## src/mips_isa_pkg.sv

```systemverilog
package mips_isa_pkg;

	localparam int XLEN      = 32;
	localparam int REG_COUNT = 32;
	localparam int REG_AW    = $clog2(REG_COUNT);

	localparam int OP_W      = 6;
	localparam int FUNCT_W   = 6;
	localparam int IMM_W     = 16;

	localparam int OP_LSB    = 26;
	localparam int RS_LSB    = 21;
	localparam int RT_LSB    = 16;
	localparam int RD_LSB    = 11;
	localparam int SHAMT_LSB = 6;
	localparam int FUNCT_LSB = 0;
	localparam int IMM_LSB   = 0;

	typedef enum logic [OP_W-1:0] {
		OP_SPECIAL = 6'b000000,	// R-type, decoded by funct
		OP_REGIMM  = 6'b000001,	// BLTZ/BGEZ, decoded by rt
		OP_BEQ     = 6'b000100,
		OP_BNE     = 6'b000101,
		OP_BLEZ    = 6'b000110,
		OP_BGTZ    = 6'b000111,
		OP_ADDI    = 6'b001000,
		OP_ADDIU   = 6'b001001,
		OP_SLTI    = 6'b001010,
		OP_SLTIU   = 6'b001011,
		OP_ANDI    = 6'b001100,
		OP_ORI     = 6'b001101,
		OP_XORI    = 6'b001110,
		OP_LUI     = 6'b001111
	} opcode_e;

	typedef enum logic [FUNCT_W-1:0] {
		FN_SLL  = 6'b000000, FN_SRL  = 6'b000010, FN_SRA   = 6'b000011,
		FN_MFHI = 6'b010000, FN_MTHI = 6'b010001,
		FN_MFLO = 6'b010010, FN_MTLO = 6'b010011,
		FN_MULT = 6'b011000, FN_MULTU = 6'b011001,
		FN_DIV  = 6'b011010, FN_DIVU  = 6'b011011,
		FN_ADD  = 6'b100000, FN_ADDU = 6'b100001,
		FN_SUB  = 6'b100010, FN_SUBU = 6'b100011,
		FN_AND  = 6'b100100, FN_OR   = 6'b100101,
		FN_XOR  = 6'b100110, FN_NOR  = 6'b100111,
		FN_SLT  = 6'b101010, FN_SLTU = 6'b101011
	} funct_e;

	localparam logic [REG_AW-1:0] REGIMM_BLTZ = 5'b00000;
	localparam logic [REG_AW-1:0] REGIMM_BGEZ = 5'b00001;

endpackage

```

## src/register_file.sv

```systemverilog
`timescale 1ns/1ps

module register_file (
	input  logic                            clk,
	input  logic                            rst_n,
	input  logic [mips_isa_pkg::REG_AW-1:0] rs_idx,
	input  logic [mips_isa_pkg::REG_AW-1:0] rt_idx,
	output logic [mips_isa_pkg::XLEN-1:0]   rs_data,
	output logic [mips_isa_pkg::XLEN-1:0]   rt_data,
	input  logic                            wr_en,
	input  logic [mips_isa_pkg::REG_AW-1:0] wr_reg,
	input  logic [mips_isa_pkg::XLEN-1:0]   wr_data
);

	logic [mips_isa_pkg::XLEN-1:0] regs [mips_isa_pkg::REG_COUNT];

	always_ff @(posedge clk) begin
		if (!rst_n) begin
			for (int i = 0; i < mips_isa_pkg::REG_COUNT; i++) begin
				regs[i] <= '0;
			end
		end else if (wr_en && (wr_reg != '0)) begin	// $zero is never written
			regs[wr_reg] <= wr_data;
		end
	end

	assign rs_data = (rs_idx == '0) ? '0 : regs[rs_idx];
	assign rt_data = (rt_idx == '0) ? '0 : regs[rt_idx];

endmodule

```

## config.mk

```make
export PLATFORM = sky130hd
export DESIGN_NAME = register_file
export DESIGN_NICKNAME = d
export VERILOG_FILES = /design/src/mips_isa_pkg.sv /design/src/register_file.sv
export SDC_FILE = /design/constraint.sdc
export NUM_CORES = 2
export LEC_CHECK = 0
export ABC_CLOCK_PERIOD_IN_PS = 4250
export BUFFER_PORTS_ARGS = -buffer_cell sky130_fd_sc_hd__clkbuf_2
export CORE_ASPECT_RATIO = 1.25
export CORE_MARGIN = 2
export CORE_UTILIZATION = 41
export CTS_BUF_LIST = sky130_fd_sc_hd__clkbuf_16
export CTS_CLUSTER_DIAMETER = 150
export DETAILED_ROUTE_END_ITERATION = 8
export SLEW_MARGIN = 15
export SYNTH_ARGS = -nofsm -noshare
export SYNTH_HDL_FRONTEND = slang
export SYNTH_SLANG_ARGS = --single-unit
```

## constraint.sdc

```tcl
create_clock -name clk -period 4.25 [get_ports clk]
set_clock_uncertainty 0.05 [all_clocks]
set_input_delay 0.2125 -clock clk [delete_from_list [all_inputs] [get_ports clk]]
set_output_delay 0.2125 -clock clk [all_outputs]
set_load 0.05 [all_outputs]
```

==> flow_summary.toml <==
[status]
outcome = "finished, final reports clean"

[power_and_ir_drop]
ir_drop_mv = 0.326
p_comb_share_pct = 13.2
power.share.clock_pct = 38.8
switching_share_pct = 25.7
pwr-share-seq_pct = 48.0
p_per_area_nw_per_um2 = 407
p_switching_mw = 6.41
p_leak_nw = 21.0
p_int_mw = 18.5

[final_layout]
final_cell_mix = "edfxtp_1 (1024), and2_1 (995), mux4_2 (470), mux2i_1 (154), buf_4 (146)"
reg_top3 = "regs (1024)"
drive_gt1_share_pct = 28.3
largest_reg_flops = 1024
fin_nets = 3601
register_area_sq_um = 30700
fillers = 11300
syn2layout_area_growth_pct = 13.1
multi_input_area_sq_um = 22400
regMostFlops = "regs"
final_util_pct = 46.6
layout_commonest_cell = "edfxtp_1"

[floorplan]
row_count = 149
core_area_sq_um = 132000
dieHeight_microns = 411
dieArea_sq_um = 135000
io_pins = 114
die-width_microns = 329
initial_core_util_pct = 41.2

[worst_setup_path]
critPathKind = "in -> out"
slowest_delay_ns = 0.92
worstPathMaxFanout = 23
crit_top_cell = "clkbuf_2"
end_kind = "primary output"
worst_setup_path_start_kind = "primary input"
cp.required_ns = 3.99
worstPathArrival_ns = 3.40
crit_slowest_cell = "or3b_2"
worstPathCellList = "clkbuf_2 -> or3b_2 -> buf_4 -> o22ai_1 -> a2111oi_0 -> nor3_1 -> clkbuf_2"

[placement]
finalWeightedCongestion = 0.864
hpwl_mm = 114
io_buffers = 113

[sta]
rsz0062_at_grt = "false"
worst_pin_slew_ns = 1.09
hold_violations = 0
period_share_pct = 86.1
fin_setup_tns_ns = 0
finalMaxSlewViolations = 0
fmax_mhz = 273
slew_headroom_pct = 27.1
min_period_ns = 3.66
setup_viol = 0

[grt]
grt_overflow = 0
grt_pass1_wl_mm = 254
grt_max_degree = 79
grt_pass1_vias = 34000
track_usage_pct = 26.7
antenna_found_initial = 12

[logic_synthesis]
synth_edf_count = 1024
synthTopCellsByArea = "edfxtp_1 (57%), mux4_2 (20%), and2_1 (11%)"
yosysSeqAreaShare_pct = 56.7
syn_inst = 3509
ys_ff_latch = 1024
ys_warn_count = 0
yosysTopAreaCellShare_pct = 56.7
synth_area_per_cell_sq_um = 15.4
synthArstFlopShare_pct = 0
netlist-cell-type-count = 41
synthFlopType = "edfxtp_1"
netlist_area_sq_um = 54200
yosys.area.top_type = "edfxtp_1"

[clock_tree]
cts_hold_buf = 0
clkSlewWorstSetupHoldPaths_ns = 0.06
cts_root_buffer = "clkbuf_16"
cts_resized = 0
post-cts-setup-buffers = 0
cts_buffer_depth = 3
clock_sinks = 1024
cts_tree = "built"
cts_buffers = 103
htreeDepth = 3

[route]
ant_nets = 0
vias = 33500
route.detailed.wl_per_inst_microns = 33.7
viasPerCell = 6.23
drc = 0
drtIter0Drc = 3905
dr.pass1.iters = 5
drt_wl_total_mm = 181

[min_path]
min-delay-start = "wr_data[17]"
min_to = "regs[27][17]"
min_path_cells = 2
min_path_type = "in -> reg"

[flow_run]
cap_violations = 0
-- cells in the mapped netlist, drive strengths merged (3+ instances only) --
library cell / instances
a2111oi: 29
a211oi: 34
a21oi: 10
a221oi: 3
a22o: 51
a22oi: 18
a32o: 4
and2: 996
buf: 113
clkbuf: 275
edfxtp: 1024
mux2: 30
mux2i: 154
mux4: 470
nand2: 9
nand2b: 6
nand3: 5
nand3b: 5
nor2: 36
nor2b: 15
nor3: 54
nor4: 8
o21ai: 33
o221ai: 27
o22ai: 79
or3: 3
or3b: 3
-- power by group through the flow --
stage                     logic [mW]  registers (mW)  clock network (mW)
after global placement          3.25            12.1                   0
after global routing            3.41            12.0                10.1
after floorplan                 2.12            12.1                   0
after detailed placement        3.27            12.2                   0
final                           3.29            12.0                9.69
after CTS                       3.27            12.0                9.75
-- critical path: cells and delay by family --
family / cells / cell delay [ns]
buf+inv: 3 / 1.18
simple gates: 2 / 1.08
compound gates: 2 / 0.88
-- stage by stage --
| step | worst slack [ns] | hold WS [ns] | area, sq um | cells | total power [mW] |
|---|---|---|---|---|---|
| CTS | 0.531 | 0.147 | 61300 | 5371 | 25.0 |
| global route | 0.527 | 0.245 | 61300 | 5373 | 25.5 |
| global placement | 0.449 | 0.913 | 57700 | 5181 | 15.4 |
| finish | 0.590 | 0.184 | 61300 | 5374 | 25.0 |
| floorplan | 0.452 | 0.361 | 54300 | 3540 | 14.2 |
| detailed placement | 0.532 | 0.920 | 57800 | 5182 | 15.4 |
-- worst max path at each step --
| stage | start | end | depth (start not counted) |
|---|---|---|---|
| after global placement | rt_idx[3] | rt_data[14] | 7 |
| after floorplan | rst_n | regs[24][0] | 5 |
| after detailed placement | rs_idx[1] | rs_data[29] | 8 |
| after global routing | rs_idx[1] | rs_data[29] | 8 |
| after CTS | rs_idx[1] | rs_data[29] | 8 |
| final | rt_idx[3] | rt_data[2] | 7 |
-- final cells by class --
class / count / area share (%)
Antenna cell: 3 / 0.0122
Clock buffer: 104 / 4.25
Clock inverter: 85 / 1.51
Inverter: 2 / 0.0122
Multi-Input combinational cell: 2126 / 36.5
Sequential cell: 1024 / 50.2
Tap cell: 1736 / 3.54
Timing Repair Buffer: 294 / 4.00
-- layer usage --
metal  routed length, microns  vias to the layer above  global-route usage, %
met5                       42                        -                      0
met4                     6400                        8                   9.89
li1                         -                    13700                      -
met2                    90200                     1706                   44.9
met3                    15000                      323                   4.38
met1                    69300                    17700                   34.9
-- kinds of logic after synthesis --
family          after synthesis  synth area share, %
other cells                   1              0.00692
mux                         654                 23.0
flops                      1024                 56.7
buf+inv                     390                 3.33
compound gates              291                 3.96
simple gates               1149                 13.0
No activity file was read; power rests on OpenSTA's default activity.
