==> src/mips_isa_pkg.sv <==
package mips_isa_pkg;

	localparam int XLEN      = 32;
	localparam int REG_COUNT = 32;
	localparam int REG_AW    = $clog2(REG_COUNT);

	localparam int OP_W      = 6;
	localparam int FUNCT_W   = 6;
	localparam int IMM_W     = 16;

	localparam int OP_LSB    = 26;
	localparam int RS_LSB    = 21;
	localparam int RT_LSB    = 16;
	localparam int RD_LSB    = 11;
	localparam int SHAMT_LSB = 6;
	localparam int FUNCT_LSB = 0;
	localparam int IMM_LSB   = 0;

	typedef enum logic [OP_W-1:0] {
		OP_SPECIAL = 6'b000000,	// R-type, decoded by funct
		OP_REGIMM  = 6'b000001,	// BLTZ/BGEZ, decoded by rt
		OP_BEQ     = 6'b000100,
		OP_BNE     = 6'b000101,
		OP_BLEZ    = 6'b000110,
		OP_BGTZ    = 6'b000111,
		OP_ADDI    = 6'b001000,
		OP_ADDIU   = 6'b001001,
		OP_SLTI    = 6'b001010,
		OP_SLTIU   = 6'b001011,
		OP_ANDI    = 6'b001100,
		OP_ORI     = 6'b001101,
		OP_XORI    = 6'b001110,
		OP_LUI     = 6'b001111
	} opcode_e;

	typedef enum logic [FUNCT_W-1:0] {
		FN_SLL  = 6'b000000, FN_SRL  = 6'b000010, FN_SRA   = 6'b000011,
		FN_MFHI = 6'b010000, FN_MTHI = 6'b010001,
		FN_MFLO = 6'b010010, FN_MTLO = 6'b010011,
		FN_MULT = 6'b011000, FN_MULTU = 6'b011001,
		FN_DIV  = 6'b011010, FN_DIVU  = 6'b011011,
		FN_ADD  = 6'b100000, FN_ADDU = 6'b100001,
		FN_SUB  = 6'b100010, FN_SUBU = 6'b100011,
		FN_AND  = 6'b100100, FN_OR   = 6'b100101,
		FN_XOR  = 6'b100110, FN_NOR  = 6'b100111,
		FN_SLT  = 6'b101010, FN_SLTU = 6'b101011
	} funct_e;

	localparam logic [REG_AW-1:0] REGIMM_BLTZ = 5'b00000;
	localparam logic [REG_AW-1:0] REGIMM_BGEZ = 5'b00001;

endpackage

==> src/mips_ctrl_pkg.sv <==
package mips_ctrl_pkg;

	typedef enum logic [3:0] {
		ALU_ADD, ALU_SUB, ALU_AND, ALU_OR, ALU_XOR, ALU_NOR, ALU_SLT,
		ALU_SLTU, ALU_SLL, ALU_SRL, ALU_SRA, ALU_LUI, ALU_PASS_HI, ALU_PASS_LO
	} alu_op_e;

	typedef enum logic [2:0] {
		BR_NONE, BR_EQ, BR_NE, BR_LEZ, BR_GTZ, BR_LTZ, BR_GEZ
	} branch_e;

	typedef enum logic [2:0] {
		HL_NONE, HL_MULT, HL_MULTU, HL_DIV, HL_DIVU, HL_MTHI, HL_MTLO
	} hilo_op_e;

	typedef struct packed {
		logic     reg_write;
		logic     use_imm;		// Operand B from immediate
		logic     shift_by_shamt;
		alu_op_e  alu_op;
		branch_e  branch;
		hilo_op_e hilo_op;
		logic     illegal;
	} ctrl_t;

	typedef struct packed {
		logic                              wr_en;
		logic [mips_isa_pkg::REG_AW-1:0]   wr_reg;
		logic [mips_isa_pkg::XLEN-1:0]     wr_data;
		logic                              branch_taken;
		logic                              is_branch;
		logic                              illegal;
	} retire_t;

endpackage

==> src/control_unit.sv <==
`timescale 1ns/1ps

module control_unit (
	input  logic [mips_isa_pkg::XLEN-1:0]   instr,
	output mips_ctrl_pkg::ctrl_t            ctrl,
	output logic [mips_isa_pkg::REG_AW-1:0] rs_idx,
	output logic [mips_isa_pkg::REG_AW-1:0] rt_idx,
	output logic [mips_isa_pkg::REG_AW-1:0] rd_sel,
	output logic [mips_isa_pkg::XLEN-1:0]   imm,
	output logic [mips_isa_pkg::REG_AW-1:0] shamt
);

	mips_isa_pkg::opcode_e op;
	mips_isa_pkg::funct_e  funct;
	logic [mips_isa_pkg::REG_AW-1:0] rd_idx;
	logic [mips_isa_pkg::IMM_W-1:0]  imm16;
	logic                            zero_ext;

	assign op     = mips_isa_pkg::opcode_e'(instr[mips_isa_pkg::OP_LSB +: mips_isa_pkg::OP_W]);
	assign funct  = mips_isa_pkg::funct_e'(instr[mips_isa_pkg::FUNCT_LSB +: mips_isa_pkg::FUNCT_W]);
	assign rs_idx = instr[mips_isa_pkg::RS_LSB +: mips_isa_pkg::REG_AW];
	assign rt_idx = instr[mips_isa_pkg::RT_LSB +: mips_isa_pkg::REG_AW];
	assign rd_idx = instr[mips_isa_pkg::RD_LSB +: mips_isa_pkg::REG_AW];
	assign shamt  = instr[mips_isa_pkg::SHAMT_LSB +: mips_isa_pkg::REG_AW];
	assign imm16  = instr[mips_isa_pkg::IMM_LSB +: mips_isa_pkg::IMM_W];

	// Only the logical immediates are zero-extended
	assign zero_ext = (op == mips_isa_pkg::OP_ANDI) || (op == mips_isa_pkg::OP_ORI) ||
		(op == mips_isa_pkg::OP_XORI);
	assign imm = zero_ext ? {{(mips_isa_pkg::XLEN-mips_isa_pkg::IMM_W){1'b0}}, imm16} :
		{{(mips_isa_pkg::XLEN-mips_isa_pkg::IMM_W){imm16[mips_isa_pkg::IMM_W-1]}}, imm16};

	assign rd_sel = (op == mips_isa_pkg::OP_SPECIAL) ? rd_idx : rt_idx;

	always_comb begin
		ctrl.reg_write      = 1'b0;
		ctrl.use_imm        = 1'b0;
		ctrl.shift_by_shamt = 1'b0;
		ctrl.alu_op         = mips_ctrl_pkg::ALU_ADD;
		ctrl.branch         = mips_ctrl_pkg::BR_NONE;
		ctrl.hilo_op        = mips_ctrl_pkg::HL_NONE;
		ctrl.illegal        = 1'b0;
		case (op)
			mips_isa_pkg::OP_SPECIAL: begin
				ctrl.reg_write = 1'b1;
				case (funct)
					mips_isa_pkg::FN_ADD, mips_isa_pkg::FN_ADDU: ctrl.alu_op = mips_ctrl_pkg::ALU_ADD;
					mips_isa_pkg::FN_SUB, mips_isa_pkg::FN_SUBU: ctrl.alu_op = mips_ctrl_pkg::ALU_SUB;
					mips_isa_pkg::FN_AND:  ctrl.alu_op = mips_ctrl_pkg::ALU_AND;
					mips_isa_pkg::FN_OR:   ctrl.alu_op = mips_ctrl_pkg::ALU_OR;
					mips_isa_pkg::FN_XOR:  ctrl.alu_op = mips_ctrl_pkg::ALU_XOR;
					mips_isa_pkg::FN_NOR:  ctrl.alu_op = mips_ctrl_pkg::ALU_NOR;
					mips_isa_pkg::FN_SLT:  ctrl.alu_op = mips_ctrl_pkg::ALU_SLT;
					mips_isa_pkg::FN_SLTU: ctrl.alu_op = mips_ctrl_pkg::ALU_SLTU;
					mips_isa_pkg::FN_SLL: begin
						ctrl.alu_op         = mips_ctrl_pkg::ALU_SLL;
						ctrl.shift_by_shamt = 1'b1;
					end
					mips_isa_pkg::FN_SRL: begin
						ctrl.alu_op         = mips_ctrl_pkg::ALU_SRL;
						ctrl.shift_by_shamt = 1'b1;
					end
					mips_isa_pkg::FN_SRA: begin
						ctrl.alu_op         = mips_ctrl_pkg::ALU_SRA;
						ctrl.shift_by_shamt = 1'b1;
					end
					mips_isa_pkg::FN_MFHI: ctrl.alu_op = mips_ctrl_pkg::ALU_PASS_HI;
					mips_isa_pkg::FN_MFLO: ctrl.alu_op = mips_ctrl_pkg::ALU_PASS_LO;
					mips_isa_pkg::FN_MULT, mips_isa_pkg::FN_MULTU,
					mips_isa_pkg::FN_DIV, mips_isa_pkg::FN_DIVU,
					mips_isa_pkg::FN_MTHI, mips_isa_pkg::FN_MTLO: begin
						ctrl.reg_write = 1'b0;		// Result goes to HI/LO only
						case (funct)
							mips_isa_pkg::FN_MULT:  ctrl.hilo_op = mips_ctrl_pkg::HL_MULT;
							mips_isa_pkg::FN_MULTU: ctrl.hilo_op = mips_ctrl_pkg::HL_MULTU;
							mips_isa_pkg::FN_DIV:   ctrl.hilo_op = mips_ctrl_pkg::HL_DIV;
							mips_isa_pkg::FN_DIVU:  ctrl.hilo_op = mips_ctrl_pkg::HL_DIVU;
							mips_isa_pkg::FN_MTHI:  ctrl.hilo_op = mips_ctrl_pkg::HL_MTHI;
							default:                ctrl.hilo_op = mips_ctrl_pkg::HL_MTLO;
						endcase
					end
					default: begin
						ctrl.reg_write = 1'b0;
						ctrl.illegal   = 1'b1;
					end
				endcase
			end
			mips_isa_pkg::OP_REGIMM: begin
				case (rt_idx)
					mips_isa_pkg::REGIMM_BLTZ: ctrl.branch = mips_ctrl_pkg::BR_LTZ;
					mips_isa_pkg::REGIMM_BGEZ: ctrl.branch = mips_ctrl_pkg::BR_GEZ;
					default:                   ctrl.illegal = 1'b1;	// Linking forms unsupported
				endcase
			end
			mips_isa_pkg::OP_BEQ:  ctrl.branch = mips_ctrl_pkg::BR_EQ;
			mips_isa_pkg::OP_BNE:  ctrl.branch = mips_ctrl_pkg::BR_NE;
			mips_isa_pkg::OP_BLEZ: ctrl.branch = mips_ctrl_pkg::BR_LEZ;
			mips_isa_pkg::OP_BGTZ: ctrl.branch = mips_ctrl_pkg::BR_GTZ;
			mips_isa_pkg::OP_ADDI, mips_isa_pkg::OP_ADDIU, mips_isa_pkg::OP_SLTI,
			mips_isa_pkg::OP_SLTIU, mips_isa_pkg::OP_ANDI, mips_isa_pkg::OP_ORI,
			mips_isa_pkg::OP_XORI, mips_isa_pkg::OP_LUI: begin
				ctrl.reg_write = 1'b1;
				ctrl.use_imm   = 1'b1;
				case (op)
					mips_isa_pkg::OP_SLTI:  ctrl.alu_op = mips_ctrl_pkg::ALU_SLT;
					mips_isa_pkg::OP_SLTIU: ctrl.alu_op = mips_ctrl_pkg::ALU_SLTU;
					mips_isa_pkg::OP_ANDI:  ctrl.alu_op = mips_ctrl_pkg::ALU_AND;
					mips_isa_pkg::OP_ORI:   ctrl.alu_op = mips_ctrl_pkg::ALU_OR;
					mips_isa_pkg::OP_XORI:  ctrl.alu_op = mips_ctrl_pkg::ALU_XOR;
					mips_isa_pkg::OP_LUI:   ctrl.alu_op = mips_ctrl_pkg::ALU_LUI;
					default:                ctrl.alu_op = mips_ctrl_pkg::ALU_ADD;
				endcase
			end
			default: ctrl.illegal = 1'b1;
		endcase
	end

endmodule

==> config.mk <==
export PLATFORM = sky130hd
export DESIGN_NAME = control_unit
export DESIGN_NICKNAME = d
export VERILOG_FILES = /design/src/mips_isa_pkg.sv /design/src/mips_ctrl_pkg.sv /design/src/control_unit.sv
export SDC_FILE = /design/constraint.sdc
export NUM_CORES = 1
export LEC_CHECK = 0
export ABC_CLOCK_PERIOD_IN_PS = 6260
export BUFFER_PORTS_ARGS = -buffer_cell sky130_fd_sc_hd__buf_2
export CORE_MARGIN = 2
export CORE_UTILIZATION = 40
export DETAILED_ROUTE_END_ITERATION = 6
export GPL_TIMING_DRIVEN = 0
export PLACE_DENSITY = 0.95
export SLEW_MARGIN = 10
export SYNTH_ARGS = -nofsm -noshare
export SYNTH_HDL_FRONTEND = slang
export SYNTH_SLANG_ARGS = --single-unit
==> constraint.sdc <==
create_clock -name vclk -period 6.26
set_input_delay 0.939 -clock vclk [all_inputs]
set_output_delay 0.939 -clock vclk [all_outputs]
set_load 0.02 [all_outputs]
==> results of run 1 <==
worst max-delay path, delay by kind of cell:
family	cells	cell delay, ps
and+or+nand+nor	2	1180
buffers and inverters	2	320
AOI/OAI and AO/OA	2	630
worst max-delay path by stage:
stage / to / cells after the start
6_report: ctrl[8] / 6
5_1_grt: ctrl[7] / 6
4_1_cts: ctrl[7] / 6
3_5_place_dp: ctrl[8] / 6
3_3_place_gp: ctrl[7] / 6
2_1_floorplan: ctrl[7] / 4
layer usage:
metal	share of wire, %	vias up	track usage [%]
met5	0	-	0
li1	-	624	-
met1	38	530	20.5
met4	0	0	0.439
met2	51	65	38.2
met3	11	0	2.59
layout make-up:
type               count  area, sq um  share of cell area [%]
repair buffers        83          415                    30.6
plain buffers         56          390                    28.7
multi-input cells     86          499                    36.7
well taps             28         35.0                    2.58
inverters              5         18.8                    1.38
power breakdown:
part	internal, mW	switching [mW]	leakage [nW]
Clock	0	0	0
Combinational	0.0464	0.0588	0.774
Sequential	0	0	0
Total	0.0464	0.0588	0.774
cell usage in the layout (no fill, tap or decap), types with 2 or more instances in the layout:
cell type                  netlist  routed
sky130_fd_sc_hd__buf_2           0      83
sky130_fd_sc_hd__buf_4          46      46
sky130_fd_sc_hd__nand2_1        20      20
sky130_fd_sc_hd__clkbuf_1        9       9
sky130_fd_sc_hd__o21ai_0         9       9
sky130_fd_sc_hd__nor2_1          7       7
sky130_fd_sc_hd__a21oi_1         7       7
sky130_fd_sc_hd__inv_1           5       5
sky130_fd_sc_hd__nand2b_1        5       5
sky130_fd_sc_hd__nor4_1          4       4
sky130_fd_sc_hd__xnor2_1         3       3
sky130_fd_sc_hd__nor3_1          3       3
sky130_fd_sc_hd__a31oi_1         3       3
sky130_fd_sc_hd__or3_4           2       2
sky130_fd_sc_hd__nand3_1         2       2
sky130_fd_sc_hd__nor3b_1         2       2
sky130_fd_sc_hd__nor2b_1         2       2
sky130_fd_sc_hd__o31ai_1         2       2
sky130_fd_sc_hd__o32ai_1         2       2
sky130_fd_sc_hd__or3_1           2       2
cells by family (layout without fill, tap and decap cells):
kind of cell	count (synthesis)	in the layout	share of synthesized area, %
buffers and inverters	61	144	45.0
muxes	1	1	1.10
and+or+nand+nor	53	53	30.7
AOI/OAI and AO/OA	29	29	20.2
xor gates and xnor gates	3	3	2.89
==> impl.org, run 1 <==
** STA
- Share of the cycle needed by the critical path after routing :: a little under two thirds
- The final max-slew violation count is 0.
- The final-report hold violation count was 0.
- Relative slew slack :: between 20% and 30%
- Setup total negative slack on the finished layout was measured at 0 ps.
- Setup Viol. Count Final :: 0
- Final Worst Setup Slack :: between 2000 and 2500 ps
- Achievable clock frequency :: about 250 MHz
- Setup repair after global routing left no endpoint under its margin.
- At the pin with the least slew margin, the transition time is roughly 1200 ps.
- Hold Slack :: ~2100 ps
- Counting I/O delays and the setup requirement, the final critical path takes 4010 ps.

** Pwr
- IR Drop Worst-Case VDD :: 0.0474 mV
- The design draws ~0.11 mW.
- Total power divided by cell area :: slightly below 80 mW/mm^2
- Reported leakage power :: between 0.7 and 0.8 nW

** Yosys
- Area share of the leading cell type in the synthesized netlist :: 38.0%
- Total nets after synthesis :: approximately 180
- Cells after synthesis :: around 150
- Sequential elements use 0% of the synthesized area.
- Synth cell count leaders :: 46 x sky130_fd_sc_hd__buf_4, 20 x sky130_fd_sc_hd__nand2_1, 9 x sky130_fd_sc_hd__clkbuf_1, 9 x sky130_fd_sc_hd__o21ai_0
- Among all cell types in the netlist, the one instantiated most often is sky130_fd_sc_hd__buf_4.
- Syn_area_per_cell :: ~6.2 sq um
- The synthesized netlist contains 31 unique library cells.
- Summing every instance area after synthesis gives slightly above 900 sq um.
- Yosys attributes the largest share of cell area to sky130_fd_sc_hd__buf_4 38%, sky130_fd_sc_hd__nand2_1 8.3%, sky130_fd_sc_hd__o21ai_0 5.0%, sky130_fd_sc_hd__a21oi_1 3.9%, sky130_fd_sc_hd__clkbuf_1 3.7%.
- During synthesis, Yosys emitted a total of 0 warnings.
- Top cell type by total area after synthesis :: sky130_fd_sc_hd__buf_4

** Place
- Once detailed placement completed, the half-perimeter wirelength came to ~2.3 mm.
- Number of placed instances, taps included :: between 200 and 300
- Count of port buffers added during placement :: 83
- Post-Place Setup Slack :: between 2000 and 2500 ps
- Total placed instance area :: around 0.0014 sq mm
- RD Place Congestion :: ~0.80

** Hold path
- Type of the worst min-delay path :: input port to output pin
- The startpoint identified for the worst hold timing path is instr[2].
- The worst hold path passes through 2 cells.
- WHS Endpoint :: imm[2]

** Critical path
- Worst-path maximum fanout :: 6
- Critical path capture point type :: output pin
- At the worst endpoint, the required time is roughly 5300 ps.
- By instance count, the cell type seen most on the critical path is sky130_fd_sc_hd__buf_2.
- The slowest stage of the critical path is the sky130_fd_sc_hd__nor4_1 cell.
- The most critical setup path has its startpoint at instr[29].
- For the worst setup path, the data arrival time is 3070 ps.
- For this run, the slowest stage of the critical path takes around 770 ps.
- The worst setup path is of the input port to output pin kind.
- Critical Path Source Type :: input port
- Traced cell by cell, the critical path runs through buf_2, or3_4, nor4_1, o31ai_1, o32ai_1, buf_2.

** Final layout
- Fin area :: 0.00136 sq mm
- FF+latch count :: 0
- For this run, the post-layout net count is ~260.
- Footprint of the flip-flops and latches :: 0 sq um
- Once layout is complete, the utilization of the core stands at between 60 and 70%.
- Final antenna diode count :: 0
- Count of filler cells inserted in the layout :: around 220
- Final standard cell count with taps included and fillers excluded :: 258
- Layout overhead on the synthesized area :: 49.6%
- Share of cells above drive strength 1 :: about 59%
- The layout has 0 clock buffers.

** Floorplanning
- I/O Pins :: 98
- The die covers about 0.0027 sq mm.
- In this run the horizontal extent of the chip is 51.7 um.
- The core region is ~0.0022 sq mm.
- After floorplanning, the core was divided into 17 placement rows.
- Effective utilization at floorplan :: a little over two fifths
- The die is ~52 um tall.

** Clock network
- After clock tree synthesis, the flow added hold-fix buffers numbering 0.
- Post-CTS repair changed the size of 0 cells.
- Buffers inserted during post-CTS setup optimization :: 0

** Detailed routing
- The final layout contains routed wiring with a total length of between 2 and 3 mm.
- Initial drt markers :: 10
- Number of routed nets with antenna violations :: 0
- First-pass DRT Iterations :: 4
- Average vias per placed instance :: roughly 4.7
- The routed layout has about 1200 vias.
- Final routed wire length divided by cell count :: around 10 um
- In the routed design, unresolved DRC markers number 0.

** Global routing
- The first global-routing pass estimated 4.05 mm of wire.
- Number of global-route vias before repair :: ~1000
- Overflow left after global routing :: 0
- Entering global routing, the biggest net connects 17 pins.
- Global-route total usage across every layer :: between 10% and 20%
- The initial antenna violation count was 0.

** Run status
- The run finished with clean final reports.

** Flow run
- The tool flagged a number of max-cap violations equal to 0.
No activity file was read; power rests on OpenSTA's default activity.
==> inputs of run 2 (changes only) <==
--- a/config.mk
+++ b/config.mk
@@ -5,13 +5,13 @@
 export SDC_FILE = /design/constraint.sdc
 export NUM_CORES = 1
 export LEC_CHECK = 0
-export ABC_CLOCK_PERIOD_IN_PS = 6260
+export ABC_CLOCK_PERIOD_IN_PS = 3600
 export BUFFER_PORTS_ARGS = -buffer_cell sky130_fd_sc_hd__buf_2
 export CORE_MARGIN = 2
-export CORE_UTILIZATION = 40
+export CORE_UTILIZATION = 33
 export DETAILED_ROUTE_END_ITERATION = 6
 export GPL_TIMING_DRIVEN = 0
-export PLACE_DENSITY = 0.95
+export PLACE_DENSITY = 0.91
 export SLEW_MARGIN = 10
 export SYNTH_ARGS = -nofsm -noshare
 export SYNTH_HDL_FRONTEND = slang
==> constraint.sdc (replaced) <==
create_clock -name vclk -period 3.6
set_input_delay 0.54 -clock vclk [all_inputs]
set_output_delay 0.54 -clock vclk [all_outputs]
set_load 0.02 [all_outputs]
==> run 2 against run 1 <==
  * Die area is 19% higher
  * Utilization is 12 points lower
  * Critical path depth stayed put
  * Wire length is 0.83% lower
  * Highest routed layer is now met4
  * Final cell count grew 1.2%
==> impl.org, run 2 (synthesis results as in run 1) <==
** Run status
- The run finished with clean final reports.

** Detailed routing
- Number of routed nets with antenna violations :: 0 (unchanged)
- The number of DRC violations after detailed-routing iteration 0 was 28 (+18).
- The number of remaining DRC errors came to 0 (unchanged).
- Post-route met1 wirelength :: 1.01 mm (-0.78%)
- Met3 wire length :: 316 um (+8.6%)
- Signal routing reaches up to met4.
- Total number of vias :: 1183 (-3.0%)
- WL met2 :: 1.29 mm (-4.4%)
- The per-cell via count in the routed design was 4.53 (-4.1%).
- Final routed wire length divided by cell count :: 10.1 um (-2.0%)
- First-pass DRT Iterations :: 4 (unchanged)
- The wire length after detailed routing came to 2.64 mm (-0.83%).

** STA
- Setup Viol. Count Final :: 0 (unchanged)
- Shortest period the worst path allows :: 3250 ps
- Timing would allow up to about 310 MHz.
- The tightest slew margin relative to the limit is 23.5% (+2.1 points).
- Total count of max-transition violations in the final report :: 0 (unchanged)
- Final hold viol count :: 0 (unchanged)
- Share of the cycle needed by the critical path after routing :: 90.4%
- The aggregate negative setup slack is 0 ps (unchanged).
- The final-layout worst hold slack came to 1300 ps (-797 ps).
- The slew at the pin closest to its max-slew limit was 1140 ps (-32.0 ps).
- Unrepaired setup endpoints after global routing :: no

** Global routing
- Largest net degree at the start of global routing :: 17 (unchanged)
- Global-route total usage across every layer :: 14.6% (-3.9 points)
- Wire length of the first global-routing pass :: 4.04 mm (-0.17%)
- The number of global-route vias before repair came to 977 (-2.5%).
- The initial antenna violation count was 0 (unchanged).
- The remaining global-route overflow came to 0 (unchanged).

** Critical path
- CP cell instances :: buf_2, or3_4, nor4_1, o31ai_1, o32ai_1, buf_2
- Worst EP required :: 3060 ps (-2260 ps)
- The worst setup path is launched from an input port.
- In this design, the critical path's most frequently occurring cell is sky130_fd_sc_hd__buf_2.
- The worst-path maximum fanout was 6 (unchanged).
- Critical path capture point type :: output pin
- Crit path DAT :: 2710 ps (-360 ps)
- Max stage delay on crit path :: 780 ps (about the same)
- The largest individual stage delay along the critical path comes from the cell sky130_fd_sc_hd__nor4_1.
- The critical path in this run is classified as input port to output pin.

** Place
- The post-DP HPWL was 2.25 mm (-1.4%).
- RD Place Congestion :: 0.861 (+7.2%)
- The count of input and output buffers is 83 (unchanged).
- Number of placed instances, taps included :: 261 (+1.2%)

** Final layout
- The fill cell total of the finished layout is 299 (+39%).
- The share of post-route cells with drive strength above 1 came to 58.7% (unchanged).
- Area of combinational cells with multiple inputs :: 499 sq um (unchanged)
- Highest-count cells in the layout ignoring fill and taps :: 83 x sky130_fd_sc_hd__buf_2, 46 x sky130_fd_sc_hd__buf_4, 20 x sky130_fd_sc_hd__nand2_1
- # clk buffers :: 0 (unchanged)
- Relative to the synthesized area, the layout overhead comes to 50.0%.
- The post-route non-filler standard cell count came to 261 (+1.2%).
- Final antenna diode count :: 0 (unchanged)
- Footprint of the flip-flops and latches :: 0 sq um (unchanged)
- The number of nets in the layout came to 264 (unchanged).
- FF+latch count :: 0 (unchanged)
- Leaving out fill and tap cells, the most frequent cell in the layout is sky130_fd_sc_hd__buf_2.

** Clock network
- The number of buffers added to fix hold violations after cts was 0 (unchanged).
- The post-cts sizing count was 0 (unchanged).
- Buffers inserted during post-CTS setup optimization :: 0 (unchanged)

** Pwr
- The static leakage was 0.774 nW (unchanged).
- Total power divided by cell area :: 134 mW/mm^2 (+73%)
- The largest vdd supply drop came to 0.107 mV (+130%).
- Final Power :: 0.182 mW (+73%)

** Flow run
- The max capacitance violation total was 0 (unchanged).

** Floorplanning
- Site Rows :: 19 (+2)
- The initial standard-cell utilization of the core is 33.8% (-8.1 points).
- Total die area :: 0.00319 sq mm (+19%)
- The core footprint came to 0.00269 sq mm (+24%).
- Die width :: 56.5 um (+9.3%)
- Die height :: 56.5 um (+9.3%)
- I/O Pins :: 98 (unchanged)

** Hold path
- Type of the worst min-delay path :: input port to output pin
## run 2: area by class of cell
cell class,count,share of cell area (%)
multi-input combinational,86,36.6
timing repair buffer,83,30.5
buffer,56,28.7
tap,31,2.85
inverter,5,1.38
## run 2: where the power goes
part | total (mW) | internal, mW | switching [mW]
clock network | 0 | 0 | 0
registers | 0 | 0 | 0
logic | 0.182 | 0.0806 | 0.102
## run 2: layer usage
layer | track usage [%] | vias up
met2 | 28.9 | 58
li1 | - | 617
met5 | 0 | -
met4 | 1.02 | 0
met1 | 16.0 | 506
met3 | 3.69 | 2
## run 2: through the flow
stage / setup WS, ps / area (sq um) / util, %
finish: 347 / 1360 / 50.7
global route: 178 / 1360 / 50.7
CTS: 352 / 1360 / 50.7
detailed placement: 360 / 1360 / 50.7
global placement: 443 / 1360 / 50.7
floorplan: 765 / 908 / -
## run 2: worst paths after layout
check | startpoint | endpoint | depth (start not counted)
min | instr[22] | rs_idx[1] | 2
max | instr[29] | ctrl[8] | 6
## run 2: critical path: cells and delay by family
kind | cells | cell delay (ps)
buf+inv | 2 | 330
compound gates | 2 | 650
simple gates | 2 | 1190
